`src/smu_ctl_pkg.sv`:
```
/*
 * shared definitions for the smu control-register bank
 * frame widths, register addresses, reset values, field types
 */

`default_nettype none

package smu_ctl_pkg;

  ////////////////////
  // frame format

  // one spi frame, address byte then value byte
  localparam int frame_bits = 16;

  // high byte of the frame
  typedef logic [7:0] addr_t;

  // low byte of the frame
  // bits 3..0 set, bits 7..4 clear
  typedef logic [7:0] val_t;

  // every control register is one nibble
  // keeps set/clear halves of val_t aligned with the register
  typedef logic [3:0] ctl_t;

  ////////////////////
  // register map

  localparam addr_t addr_led         = 8'd7;
  localparam addr_t addr_mux         = 8'd8;
  localparam addr_t addr_dac         = 8'd9;
  localparam addr_t addr_rails       = 8'd10;
  // write of any value reloads every register
  localparam addr_t addr_soft_reset  = 8'd11;
  localparam addr_t addr_dac_ref_mux = 8'd12;
  // 13 unused
  localparam addr_t addr_adc         = 8'd14;
  localparam addr_t addr_clamp1      = 8'd15;
  localparam addr_t addr_clamp2      = 8'd16;
  localparam addr_t addr_rails_oe    = 8'd24;

  ////////////////////
  // reset values

  // led, mux, dac, rails, dac ref mux, adc
  localparam ctl_t rst_default  = 4'b0000;

  // clamp switches are active low
  // all ones leaves them off
  localparam ctl_t rst_clamp1   = 4'b1111;
  localparam ctl_t rst_clamp2   = 4'b1111;

  // rails output enable is active low on bit 0
  // rails stay disabled until firmware turns them on
  localparam ctl_t rst_rails_oe = 4'b0001;

endpackage

`default_nettype wire

```
`src/spi_frame_decode.sv`:
```
/*
 * spi frame decode, pins sampled in the clk domain
 * shifts in 16-bit frames, checks length on cs_n release
 * offers finished frames over a four-phase req/ack handshake
 */

`timescale 1ns/1ps
`default_nettype none

module spi_frame_decode
  import smu_ctl_pkg::*;
(
  input  logic  clk,
  input  logic  rst_n,
  input  logic  sclk,
  input  logic  cs_n,
  input  logic  special_n,
  input  logic  mosi,
  input  logic  frame_ack,
  output logic  frame_req,
  output addr_t frame_addr,
  output val_t  frame_val
);

  // counter saturates one past a full frame
  // so long frames never wrap back to a valid count
  localparam int               cnt_w    = $clog2(frame_bits + 2);
  localparam logic [cnt_w-1:0] cnt_full = cnt_w'(frame_bits);
  localparam logic [cnt_w-1:0] cnt_over = cnt_w'(frame_bits + 1);

  // synchronizer stages, _d is the edge-detect copy
  logic sclk_s1, sclk_s2, sclk_d;
  logic cs_s1, cs_s2, cs_d;
  logic spec_s1, spec_s2;
  logic mosi_s1, mosi_s2;

  logic                  sclk_rise;
  logic                  cs_rise;
  logic [frame_bits-1:0] shift_q;
  logic [cnt_w-1:0]      bit_cnt;
  logic                  frame_done;
  logic                  take_frame;

  ////////////////////
  // pin synchronizers

  // idle levels on reset, cs_n and special_n high
  always_ff @(posedge clk)
  begin
    if (!rst_n)
    begin
      sclk_s1 <= 1'b0;
      sclk_s2 <= 1'b0;
      sclk_d  <= 1'b0;
      cs_s1   <= 1'b1;
      cs_s2   <= 1'b1;
      cs_d    <= 1'b1;
      spec_s1 <= 1'b1;
      spec_s2 <= 1'b1;
    end
    else
    begin
      sclk_s1 <= sclk;
      sclk_s2 <= sclk_s1;
      sclk_d  <= sclk_s2;
      cs_s1   <= cs_n;
      cs_s2   <= cs_s1;
      cs_d    <= cs_s2;
      spec_s1 <= special_n;
      spec_s2 <= spec_s1;
    end
  end

  // data line, same depth as sclk so it lines up with the edge
  always_ff @(posedge clk)
  begin
    mosi_s1 <= mosi;
    mosi_s2 <= mosi_s1;
  end

  assign sclk_rise = sclk_s2 & ~sclk_d;
  assign cs_rise   = cs_s2 & ~cs_d;

  ////////////////////
  // shift in

  // only bits clocked with special_n low count
  // a frame sent with special_n high ends at zero and is dropped
  always_ff @(posedge clk)
  begin
    if (!rst_n)
      bit_cnt <= '0;
    else if (cs_s2)
      bit_cnt <= '0;
    else if (sclk_rise && !spec_s2 && bit_cnt != cnt_over)
      bit_cnt <= bit_cnt + 1'b1;
  end

  // msb first, new bit enters at the bottom
  always_ff @(posedge clk)
  begin
    if (!cs_s2 && !spec_s2 && sclk_rise)
      shift_q <= {shift_q[frame_bits-2:0], mosi_s2};
  end

  // frame check on cs_n release, one cycle after the edge
  always_ff @(posedge clk)
  begin
    if (!rst_n)
      frame_done <= 1'b0;
    else
      frame_done <= cs_rise && (bit_cnt == cnt_full);
  end

  ////////////////////
  // req side of handshake

  // a frame that lands while req or ack is still up is lost
  assign take_frame = frame_done && !frame_req && !frame_ack;

  always_ff @(posedge clk)
  begin
    if (!rst_n)
      frame_req <= 1'b0;
    else if (frame_req && frame_ack)
      frame_req <= 1'b0;
    else if (take_frame)
      frame_req <= 1'b1;
  end

  // held stable for the whole request
  always_ff @(posedge clk)
  begin
    if (take_frame)
    begin
      frame_addr <= shift_q[frame_bits-1 -: $bits(addr_t)];
      frame_val  <= shift_q[$bits(val_t)-1:0];
    end
  end

endmodule

`default_nettype wire

```
`src/ctl_reg_execute.sv`:
```
/*
 * control register bank, ack side of the frame handshake
 * set/clear/toggle update per register, soft reset on address 11
 */

`timescale 1ns/1ps
`default_nettype none

module ctl_reg_execute
  import smu_ctl_pkg::*;
(
  input  logic  clk,
  input  logic  rst_n,
  input  logic  frame_req,
  input  addr_t frame_addr,
  input  val_t  frame_val,
  output logic  frame_ack,
  output ctl_t  reg_mux,
  output ctl_t  led,
  output ctl_t  dac,
  output ctl_t  rails,
  output ctl_t  dac_ref_mux,
  output ctl_t  adc,
  output ctl_t  clamp1,
  output ctl_t  clamp2,
  output ctl_t  rails_oe
);

  logic new_req;
  logic soft_rst;

  ////////////////////
  // update rule

  // set nibble low, clear nibble high
  // overlap means toggle those bits and leave the rest
  function automatic ctl_t update(input ctl_t cur, input val_t val);
    ctl_t set_b;
    ctl_t clr_b;
    ctl_t both;
    set_b = val[$bits(ctl_t)-1:0];
    clr_b = val[2*$bits(ctl_t)-1:$bits(ctl_t)];
    both  = set_b & clr_b;
    if (both != '0)
      update = cur ^ both;
    else
      update = (cur | set_b) & ~clr_b;
  endfunction

  ////////////////////
  // handshake

  // request not yet seen
  assign new_req  = frame_req && !frame_ack;
  assign soft_rst = new_req && (frame_addr == addr_soft_reset);

  // ack rises with the register write
  // falls once decode has let go of req
  always_ff @(posedge clk)
  begin
    if (!rst_n)
      frame_ack <= 1'b0;
    else if (new_req)
      frame_ack <= 1'b1;
    else if (!frame_req)
      frame_ack <= 1'b0;
  end

  ////////////////////
  // registers

  // hard and soft reset load the same values
  always_ff @(posedge clk)
  begin
    if (!rst_n || soft_rst)
    begin
      led         <= rst_default;
      reg_mux     <= rst_default;
      dac         <= rst_default;
      rails       <= rst_default;
      dac_ref_mux <= rst_default;
      adc         <= rst_default;
      clamp1      <= rst_clamp1;
      clamp2      <= rst_clamp2;
      rails_oe    <= rst_rails_oe;
    end
    else if (new_req)
    begin
      case (frame_addr)
        addr_led:
          led <= update(led, frame_val);
        addr_mux:
          reg_mux <= update(reg_mux, frame_val);
        addr_dac:
          dac <= update(dac, frame_val);
        addr_rails:
          rails <= update(rails, frame_val);
        addr_dac_ref_mux:
          dac_ref_mux <= update(dac_ref_mux, frame_val);
        addr_adc:
          adc <= update(adc, frame_val);
        // clamps are active low, a set bit turns a switch off
        addr_clamp1:
          clamp1 <= update(clamp1, frame_val);
        addr_clamp2:
          clamp2 <= update(clamp2, frame_val);
        addr_rails_oe:
          rails_oe <= update(rails_oe, frame_val);
        // unknown address, no write
        // ack still goes out so the master is never stuck
        default:
        begin
        end
      endcase
    end
  end

endmodule

`default_nettype wire

```
`src/spi_periph_route.sv`:
```
/*
 * chip select fan-out and miso select for the shared spi bus
 */

`timescale 1ns/1ps
`default_nettype none

module spi_periph_route
  import smu_ctl_pkg::*;
#(
  parameter int n_periph = 4
)
(
  input  logic                cs_n,
  input  logic                special_n,
  input  ctl_t                reg_mux,
  input  logic [n_periph-1:0] periph_miso,
  output logic [n_periph-1:0] periph_cs_n,
  output logic                miso
);

  // one mux bit per peripheral, upper bits ignored for small n_periph
  logic [n_periph-1:0] sel;

  assign sel = reg_mux[n_periph-1:0];

  ////////////////////
  // chip select

  // special_n low means the fabric owns the bus
  // no peripheral may see that traffic
  always_comb
  begin
    if (special_n)
      periph_cs_n = ~(sel & {n_periph{~cs_n}});
    else
      periph_cs_n = '1;
  end

  ////////////////////
  // miso

  // wired-or of selected peripherals
  // several bits set is the master's problem
  always_comb
  begin
    if (special_n)
      miso = |(sel & periph_miso);
    else
      miso = 1'b0;
  end

endmodule

`default_nettype wire

```
`src/smu_ctl_top.sv`:
```
/*
 * top of the smu spi control bank
 * frame decode, register execute, peripheral routing
 */

`timescale 1ns/1ps
`default_nettype none

module smu_ctl_top
  import smu_ctl_pkg::*;
#(
  parameter int n_periph = 4
)
(
  input  logic                clk,
  input  logic                rst_n,

  // spi from the master
  input  logic                sclk,
  input  logic                cs_n,
  input  logic                special_n,
  input  logic                mosi,
  output logic                miso,

  // shared spi bus to the peripherals
  output logic                periph_sclk,
  output logic                periph_mosi,
  output logic [n_periph-1:0] periph_cs_n,
  input  logic [n_periph-1:0] periph_miso,

  // control registers to board pins
  output ctl_t                led,
  output ctl_t                dac,
  output ctl_t                rails,
  output ctl_t                dac_ref_mux,
  output ctl_t                adc,
  output ctl_t                clamp1,
  output ctl_t                clamp2,
  output ctl_t                rails_oe
);

  logic  frame_req;
  logic  frame_ack;
  addr_t frame_addr;
  val_t  frame_val;
  ctl_t  reg_mux;

  ////////////////////
  // pass through

  // clock and data go to every peripheral, only cs is routed
  assign periph_sclk = sclk;
  assign periph_mosi = mosi;

  ////////////////////
  // stages

  spi_frame_decode u_decode (
    .clk        (clk),
    .rst_n      (rst_n),
    .sclk       (sclk),
    .cs_n       (cs_n),
    .special_n  (special_n),
    .mosi       (mosi),
    .frame_ack  (frame_ack),
    .frame_req  (frame_req),
    .frame_addr (frame_addr),
    .frame_val  (frame_val)
  );

  ctl_reg_execute u_execute (
    .clk         (clk),
    .rst_n       (rst_n),
    .frame_req   (frame_req),
    .frame_addr  (frame_addr),
    .frame_val   (frame_val),
    .frame_ack   (frame_ack),
    .reg_mux     (reg_mux),
    .led         (led),
    .dac         (dac),
    .rails       (rails),
    .dac_ref_mux (dac_ref_mux),
    .adc         (adc),
    .clamp1      (clamp1),
    .clamp2      (clamp2),
    .rails_oe    (rails_oe)
  );

  // raw pins, no sync, routing is purely combinational
  spi_periph_route #(
    .n_periph (n_periph)
  ) u_route (
    .cs_n        (cs_n),
    .special_n   (special_n),
    .reg_mux     (reg_mux),
    .periph_miso (periph_miso),
    .periph_cs_n (periph_cs_n),
    .miso        (miso)
  );

endmodule

`default_nettype wire

```
`config.mk`:
```
export PLATFORM = sky130hd
export DESIGN_NAME = smu_ctl_top
export DESIGN_NICKNAME = d
export VERILOG_FILES = /design/src/smu_ctl_pkg.sv /design/src/spi_frame_decode.sv /design/src/ctl_reg_execute.sv /design/src/spi_periph_route.sv /design/src/smu_ctl_top.sv
export SDC_FILE = /design/constraint.sdc
export NUM_CORES = 1
export LEC_CHECK = 0
export BUFFER_PORTS_ARGS = -buffer_cell sky130_fd_sc_hd__buf_4
export CORE_ASPECT_RATIO = 0.7
export CORE_UTILIZATION = 49
export DETAILED_ROUTE_END_ITERATION = 10
export GPL_TIMING_DRIVEN = 0
export MAX_ROUTING_LAYER = met4
export PLACE_DENSITY = 0.72
export SLEW_MARGIN = 20
export SYNTH_ARGS = -nofsm -noshare
export SYNTH_HDL_FRONTEND = slang
export SYNTH_HIERARCHICAL = 1
export SYNTH_SLANG_ARGS = --single-unit
```
`constraint.sdc`:
```
create_clock -name clk -period 6.6 [get_ports clk]
set_clock_uncertainty 0.15 [all_clocks]
set_input_delay 0 -clock clk [delete_from_list [all_inputs] [get_ports clk]]
set_output_delay 0 -clock clk [all_outputs]
set_load 0.02 [all_outputs]
```
Word-level counts from Yosys, hierarchy flattened:

Index checks and enable logic that the tools add are counted.

* add/subtract/negate cells: 1
* multipliers: 0
* divide/modulo/power cells: 0
* order comparisons: 0
* equality and inequality tests: 13
* shift-type cells: 0
* mux-type cells: 13
* bitwise operators: 38
* reductions and logical operators: 29

Operators with widths (number)
* $eq 8x4->1 const B: 7
* $and 4x4->4: 12
* $mux 4: 10
* $or 4x4->4: 9
* $xor 4x4->4: 9
* $reduce_and 2->1: 9
* $eq 8x5->1 const B: 2
* $logic_and 1x1->1: 10
* $eq 8x3->1 const B: 1
* $not 4->4: 2
* $add 5x1->5 const B: 1
* $eq 5x5->1 const B: 1
* $logic_not 1->1: 5
* $ne 5x5->1 const B: 1
* $not 1->1: 4
* $reduce_bool 4->1: 1
* $reduce_or 2->1: 2
* $reduce_or 4->1: 1
* $mux 1: 3
* $and 1x1->1: 2
* $ne 2x1->1 const B: 1
* $logic_or 1x1->1: 1

* bits in registers: 86
* bits in latches: 0
* RAM bits: 0
* ROM bits: 0
* input bits: 10
* output and inout bits: 39
* word-level logic and storage cells: 120
* memories: 0

Longest topological paths before layout:

* depth after elaboration: 4
* mapped depth: 7
* gate-level depth less buffers: 5

Hierarchy:

The synthesis kept the hierarchy.

By module, submodules not included
* ctl_reg_execute: instances 1, cells each 254, area an instance 2067.0 um2, sequential area each 740.7 um2
* spi_frame_decode: instances 1, cells each 90, area an instance 1570.3 um2, sequential area each 1301.2 um2
* spi_periph_route: instances 1, cells each 8, area an instance 51.3 um2, sequential area each 0.0 um2
* smu_ctl_top: instances 1, cells each 2, area an instance 15.0 um2, sequential area each 0.0 um2

Worst setup path before layout:

Ideal clock, no wire load.

* path kind: register -> register
* from: reg u_decode.frame_req
* to: reg u_decode.frame_addr[0] (enable)
* library setup time: 413 ps
* arrival time: 1567 ps
* data required time: 6037 ps
* path slack: 4470 ps
* cell stages (with the launch flop): 2
* path buffers: 0
* period minus slack after synthesis: 2130 ps
* cell sequence: dfxtp_1 nor3b_1

* longest elaborated chain between the ends: 3

RTL lines
* start, declared: RTL line spi_frame_decode.sv:20 `output logic frame_req,`
* start signal, assigned: RTL line spi_frame_decode.sv:124 `frame_req <= 1'b0;`
* start signal, assigned: RTL line spi_frame_decode.sv:126 `frame_req <= 1'b0;`
* start signal, assigned: RTL line spi_frame_decode.sv:128 `frame_req <= 1'b1;`
* $logic_not 1->1
* $logic_and 1x1->1 (2 in a row): RTL line spi_frame_decode.sv:119 `assign take_frame = frame_done && !frame_req && !frame_ack;`
* net u_decode.take_frame: RTL line spi_frame_decode.sv:42 `logic take_frame;`
* end signal, assigned: RTL line spi_frame_decode.sv:136 `frame_addr <= shift_q[frame_bits-1 -: $bits(addr_t)];`
* end, declared: RTL line spi_frame_decode.sv:21 `output addr_t frame_addr,`

The timed path passes the listed nets, and every way through them passes these cells.
A chain may end at the register's enable or synchronous reset.

Worst setup path after layout:

* from: reg u_decode.frame_val[5]
* to: reg u_execute.led[0]

* longest elaborated chain between the ends: 3

RTL lines
* start, declared: RTL line spi_frame_decode.sv:22 `output val_t frame_val`
* start signal, assigned: RTL line spi_frame_decode.sv:137 `frame_val <= shift_q[$bits(val_t)-1:0];`
* $and 4x4->4: RTL line ctl_reg_execute.sv:43 `both = set_b & clr_b;`
* $reduce_bool 4->1: RTL line ctl_reg_execute.sv:44 `if (both != '0)`
* $mux 4: RTL line ctl_reg_execute.sv:44
* end signal, assigned: RTL line ctl_reg_execute.sv:77 `led <= rst_default;`
* end signal, assigned: RTL line ctl_reg_execute.sv:91 `led <= update(led, frame_val);`
* end, declared: RTL line ctl_reg_execute.sv:19 `output ctl_t led,`

Every way passes these cells.

==> flow_metrics.py <==
metrics = {
    "outcome": {
        "status": "completed",
    },
    "setup_path": {
        "cp.arrival_ps": 2540,
        "reg2reg_slack_ps": 4180,
        "crit_required_ps": 6720,
        "worstPathMaxFanout": 10,
        "crit_type": "flip-flop to flip-flop",
        "crit_path_end_kind": "flip-flop",
        "startpoint_type": "flip-flop",
    },
    "global_routing": {
        "grt_use_total_pct": 24.5,
        "antenna_found_initial": 0,
        "grt_first_pass_wirelength_um": 14000,
        "grt_overflow": 0,
        "grt_max_degree": 17,
        "first_global_vias": 2754,
    },
    "detailed_routing": {
        "drt-initial-drc-count": 168,
        "routedWlPerCell_um": 17.0,
        "routed-via-count": 3034,
        "routed_via_density": 5.78,
        "wl_um": 8930,
        "drc": 0,
        "first_pass_iters": 5,
        "ant_nets": 0,
    },
    "worst_hold_path": {
        "hold_path.class": "input pin to flip-flop",
    },
    "clocking": {
        "cts_buffer_depth": 2,
        "cts_tree": "built",
        "cts_htree_levels": 3,
        "cts_buffers": 9,
        "path_clk_slew_ps": 90,
        "clock_latency_ps": 360,
        "clkSinkCount": 86,
        "clock-root-buffer": "clkbuf_8",
    },
    "logic_synthesis": {
        "syn_avg_cell_area_um2": 10.5,
        "synth-seq-area-share_pct": 55.1,
        "async_flop_share_pct": 0,
        "synthAdderAreaFrac_pct": 1.01,
        "yosys_warnings": 6,
        "post-synth-top-area-fraction_pct": 29.2,
        "synth_common_cells": "nand2_1 (73), dfxtp_1 (54), a21oi_1 (40)",
        "synth-simple-area-share_pct": 20.8,
        "yosys.area_share.xor_xnor_pct": 0,
        "syn_area_mm2": 0.00370,
        "synth_ff_type": "dfxtp_1",
        "synth_edf_count": 32,
        "synth_top_family_by_area": "simple AND/OR/NAND/NOR gates",
        "synth.area.mux_share_pct": 0,
        "yosys.area.top_type": "dfxtp_1",
        "synth_seq_cells": 86,
        "yosysMostFrequentCell": "nand2_1",
        "synth_compound_area_share_pct": 19.1,
        "yosysUniqueCellTypes": 51,
        "synthTopCellsByArea": "dfxtp_1 (29%), edfxtp_1 (26%), nand2_1 (7.4%)",
        "syn-instance-count": 354,
        "synth_nets": 367,
    },
    "placement": {
        "place_hpwl_um": 5950,
        "portBuffers": 48,
        "pre_cts_slack_ps": 4270,
        "gp_congestion": 0.810,
    },
    "floorplanning": {
        "io_pins": 49,
        "core.rowCount": 26,
        "die_area_mm2": 0.00792,
        "die_width_um": 106,
        "die_height_um": 74.7,
        "fp.coreArea_mm2": 0.00732,
        "start_util_pct": 50.6,
    },
    "power_and_ir_drop": {
        "leakagePower_nw": 1.69,
        "p_per_area_mw_per_mm2": 225,
        "p_switching_mw": 0.205,
        "power.internal_mw": 0.813,
        "irDropWorstVdd_uv": 145,
        "clkPwrFrac_pct": 43.9,
        "switching_share_pct": 20.2,
        "p_seq_share_pct": 53.9,
        "combPwrFrac_pct": 2.1,
    },
    "sta": {
        "worstMarginPinSlew_ps": 781,
        "setup_viol": 0,
        "max_slew_margin_pct": 47.9,
        "min_period_over_period_pct": 36.7,
        "setup_ws_ps": 4180,
        "timing.fmax_mhz": 412,
        "rsz0062_at_grt": "no",
        "layout_min_cycle_time_ps": 2420,
        "slew_viol_final": 0,
        "final_hold_viol_count": 0,
        "fin_tns_setup_ps": 0,
    },
    "layout": {
        "final_util_pct": 61.8,
        "drive_above_1_share_pct": 23.4,
        "synthToLayoutAreaGrowth_pct": 22.2,
        "fin_nets": 435,
        "antenna_cells": 0,
    },
    "job": {
        "drv_cap": 0,
    },
}
sequential cells by signal, indices dropped and copies added (netlist names), 4 cells and up:
| name | flops |
|---|---|
| u_decode/shift_q | 16 |
| u_decode/frame_addr | 8 |
| u_decode/frame_val | 8 |
| u_decode/bit_cnt | 5 |
| u_execute/adc | 4 |
| u_execute/clamp1 | 4 |
| u_execute/clamp2 | 4 |
| u_execute/dac | 4 |
| u_execute/dac_ref_mux | 4 |
| u_execute/led | 4 |
| u_execute/rails | 4 |
| u_execute/rails_oe | 4 |
| u_execute/reg_mux | 4 |
power groups by stage:
stage                     Clock (mW)  Sequential [mW]  Combinational [mW]
after global routing           0.479            0.550              0.0231
after detailed placement           0            0.562              0.0176
after global placement             0            0.561              0.0173
final                          0.447            0.549              0.0217
after CTS                      0.457            0.549              0.0213
after floorplan                    0            0.561             0.00892
worst max-delay path: stages (launching register included):
cell      delay (ps)
edfxtp_1         380
clkbuf_1         280
a222oi_1         470
o21a_1           160
clkbuf_1         460
a21oi_1          140
a311oi_1         300
final cells by class:
cell class	count	area (um2)
flip-flops and latches	86	2040
fillers	600	2790
clock inverters	7	120
repair buffers	57	448
clock buffers	9	124
inverters	5	18.8
well taps	98	123
plain buffers	24	128
multi-input cells	239	1520
final timing paths:
path,start,end,cells past startpoint
worst max-delay path,u_decode/frame_val[5],u_execute/led[0],6
worst min-delay path,mosi,u_decode/mosi_s1,2
worst max register to register,u_decode/frame_val[5],u_execute/led[0],6
worst min register to register,u_decode/mosi_s1,u_decode/mosi_s2,0
kinds of logic after synthesis:
| kind of cell | Yosys count |
|---|---|
| flops | 86 |
| fa+ha+maj | 3 |
| buf+inv | 29 |
| simple gates | 133 |
| compound gates | 103 |
what timing repair did:
action,CTS,global route
setup buffers,0,0
hold buffers,8,0
gates resized for setup,0,0
endpoints found under the hold margin,18,0
layout by cell type (no fill, tap or decap), types with 4 or more instances in the layout:
cell	Yosys	final
buf_2	9	9
a21oi_1	40	40
and3_1	5	5
and2_1	8	8
nor2_1	5	4
buf_4	3	52
nor3b_2	3	4
nand2b_1	7	7
inv_1	5	5
edfxtp_1	32	32
dlygate4sd3_1	0	8
clkbuf_8	0	9
a31oi_1	4	4
a211oi_1	8	8
o21ai_0	13	13
clkbuf_1	10	10
a311oi_1	23	23
dfxtp_1	54	54
nand2_1	73	73
or3_1	5	5
per-stage QoR:
| stage | instances | total power, mW | hold slack [ps] | area, um2 |
|---|---|---|---|---|
| 6_report | 525 | 1.02 | 147 | 4530 |
| 5_1_grt | 525 | 1.05 | 132 | 4530 |
| 4_1_cts | 525 | 1.03 | 124 | 4530 |
| 3_5_place_dp | 501 | 0.579 | -34.6 | 4200 |
| 3_3_place_gp | 500 | 0.579 | -35.7 | 4190 |
| 2_1_floorplan | 354 | 0.570 | -122 | 3700 |
per-layer routing:
| layer | up-vias | GRT usage, % | part of all wire [%] |
|---|---|---|---|
| met2 | 136 | 36.3 | 44 |
| met5 | - | - | 0 |
| met1 | 1426 | 31.7 | 47 |
| met3 | 20 | 6.58 | 7.7 |
| met4 | 0 | 11.3 | 2.2 |
| li1 | 1452 | - | - |
No activity file was read; power rests on OpenSTA's default activity.
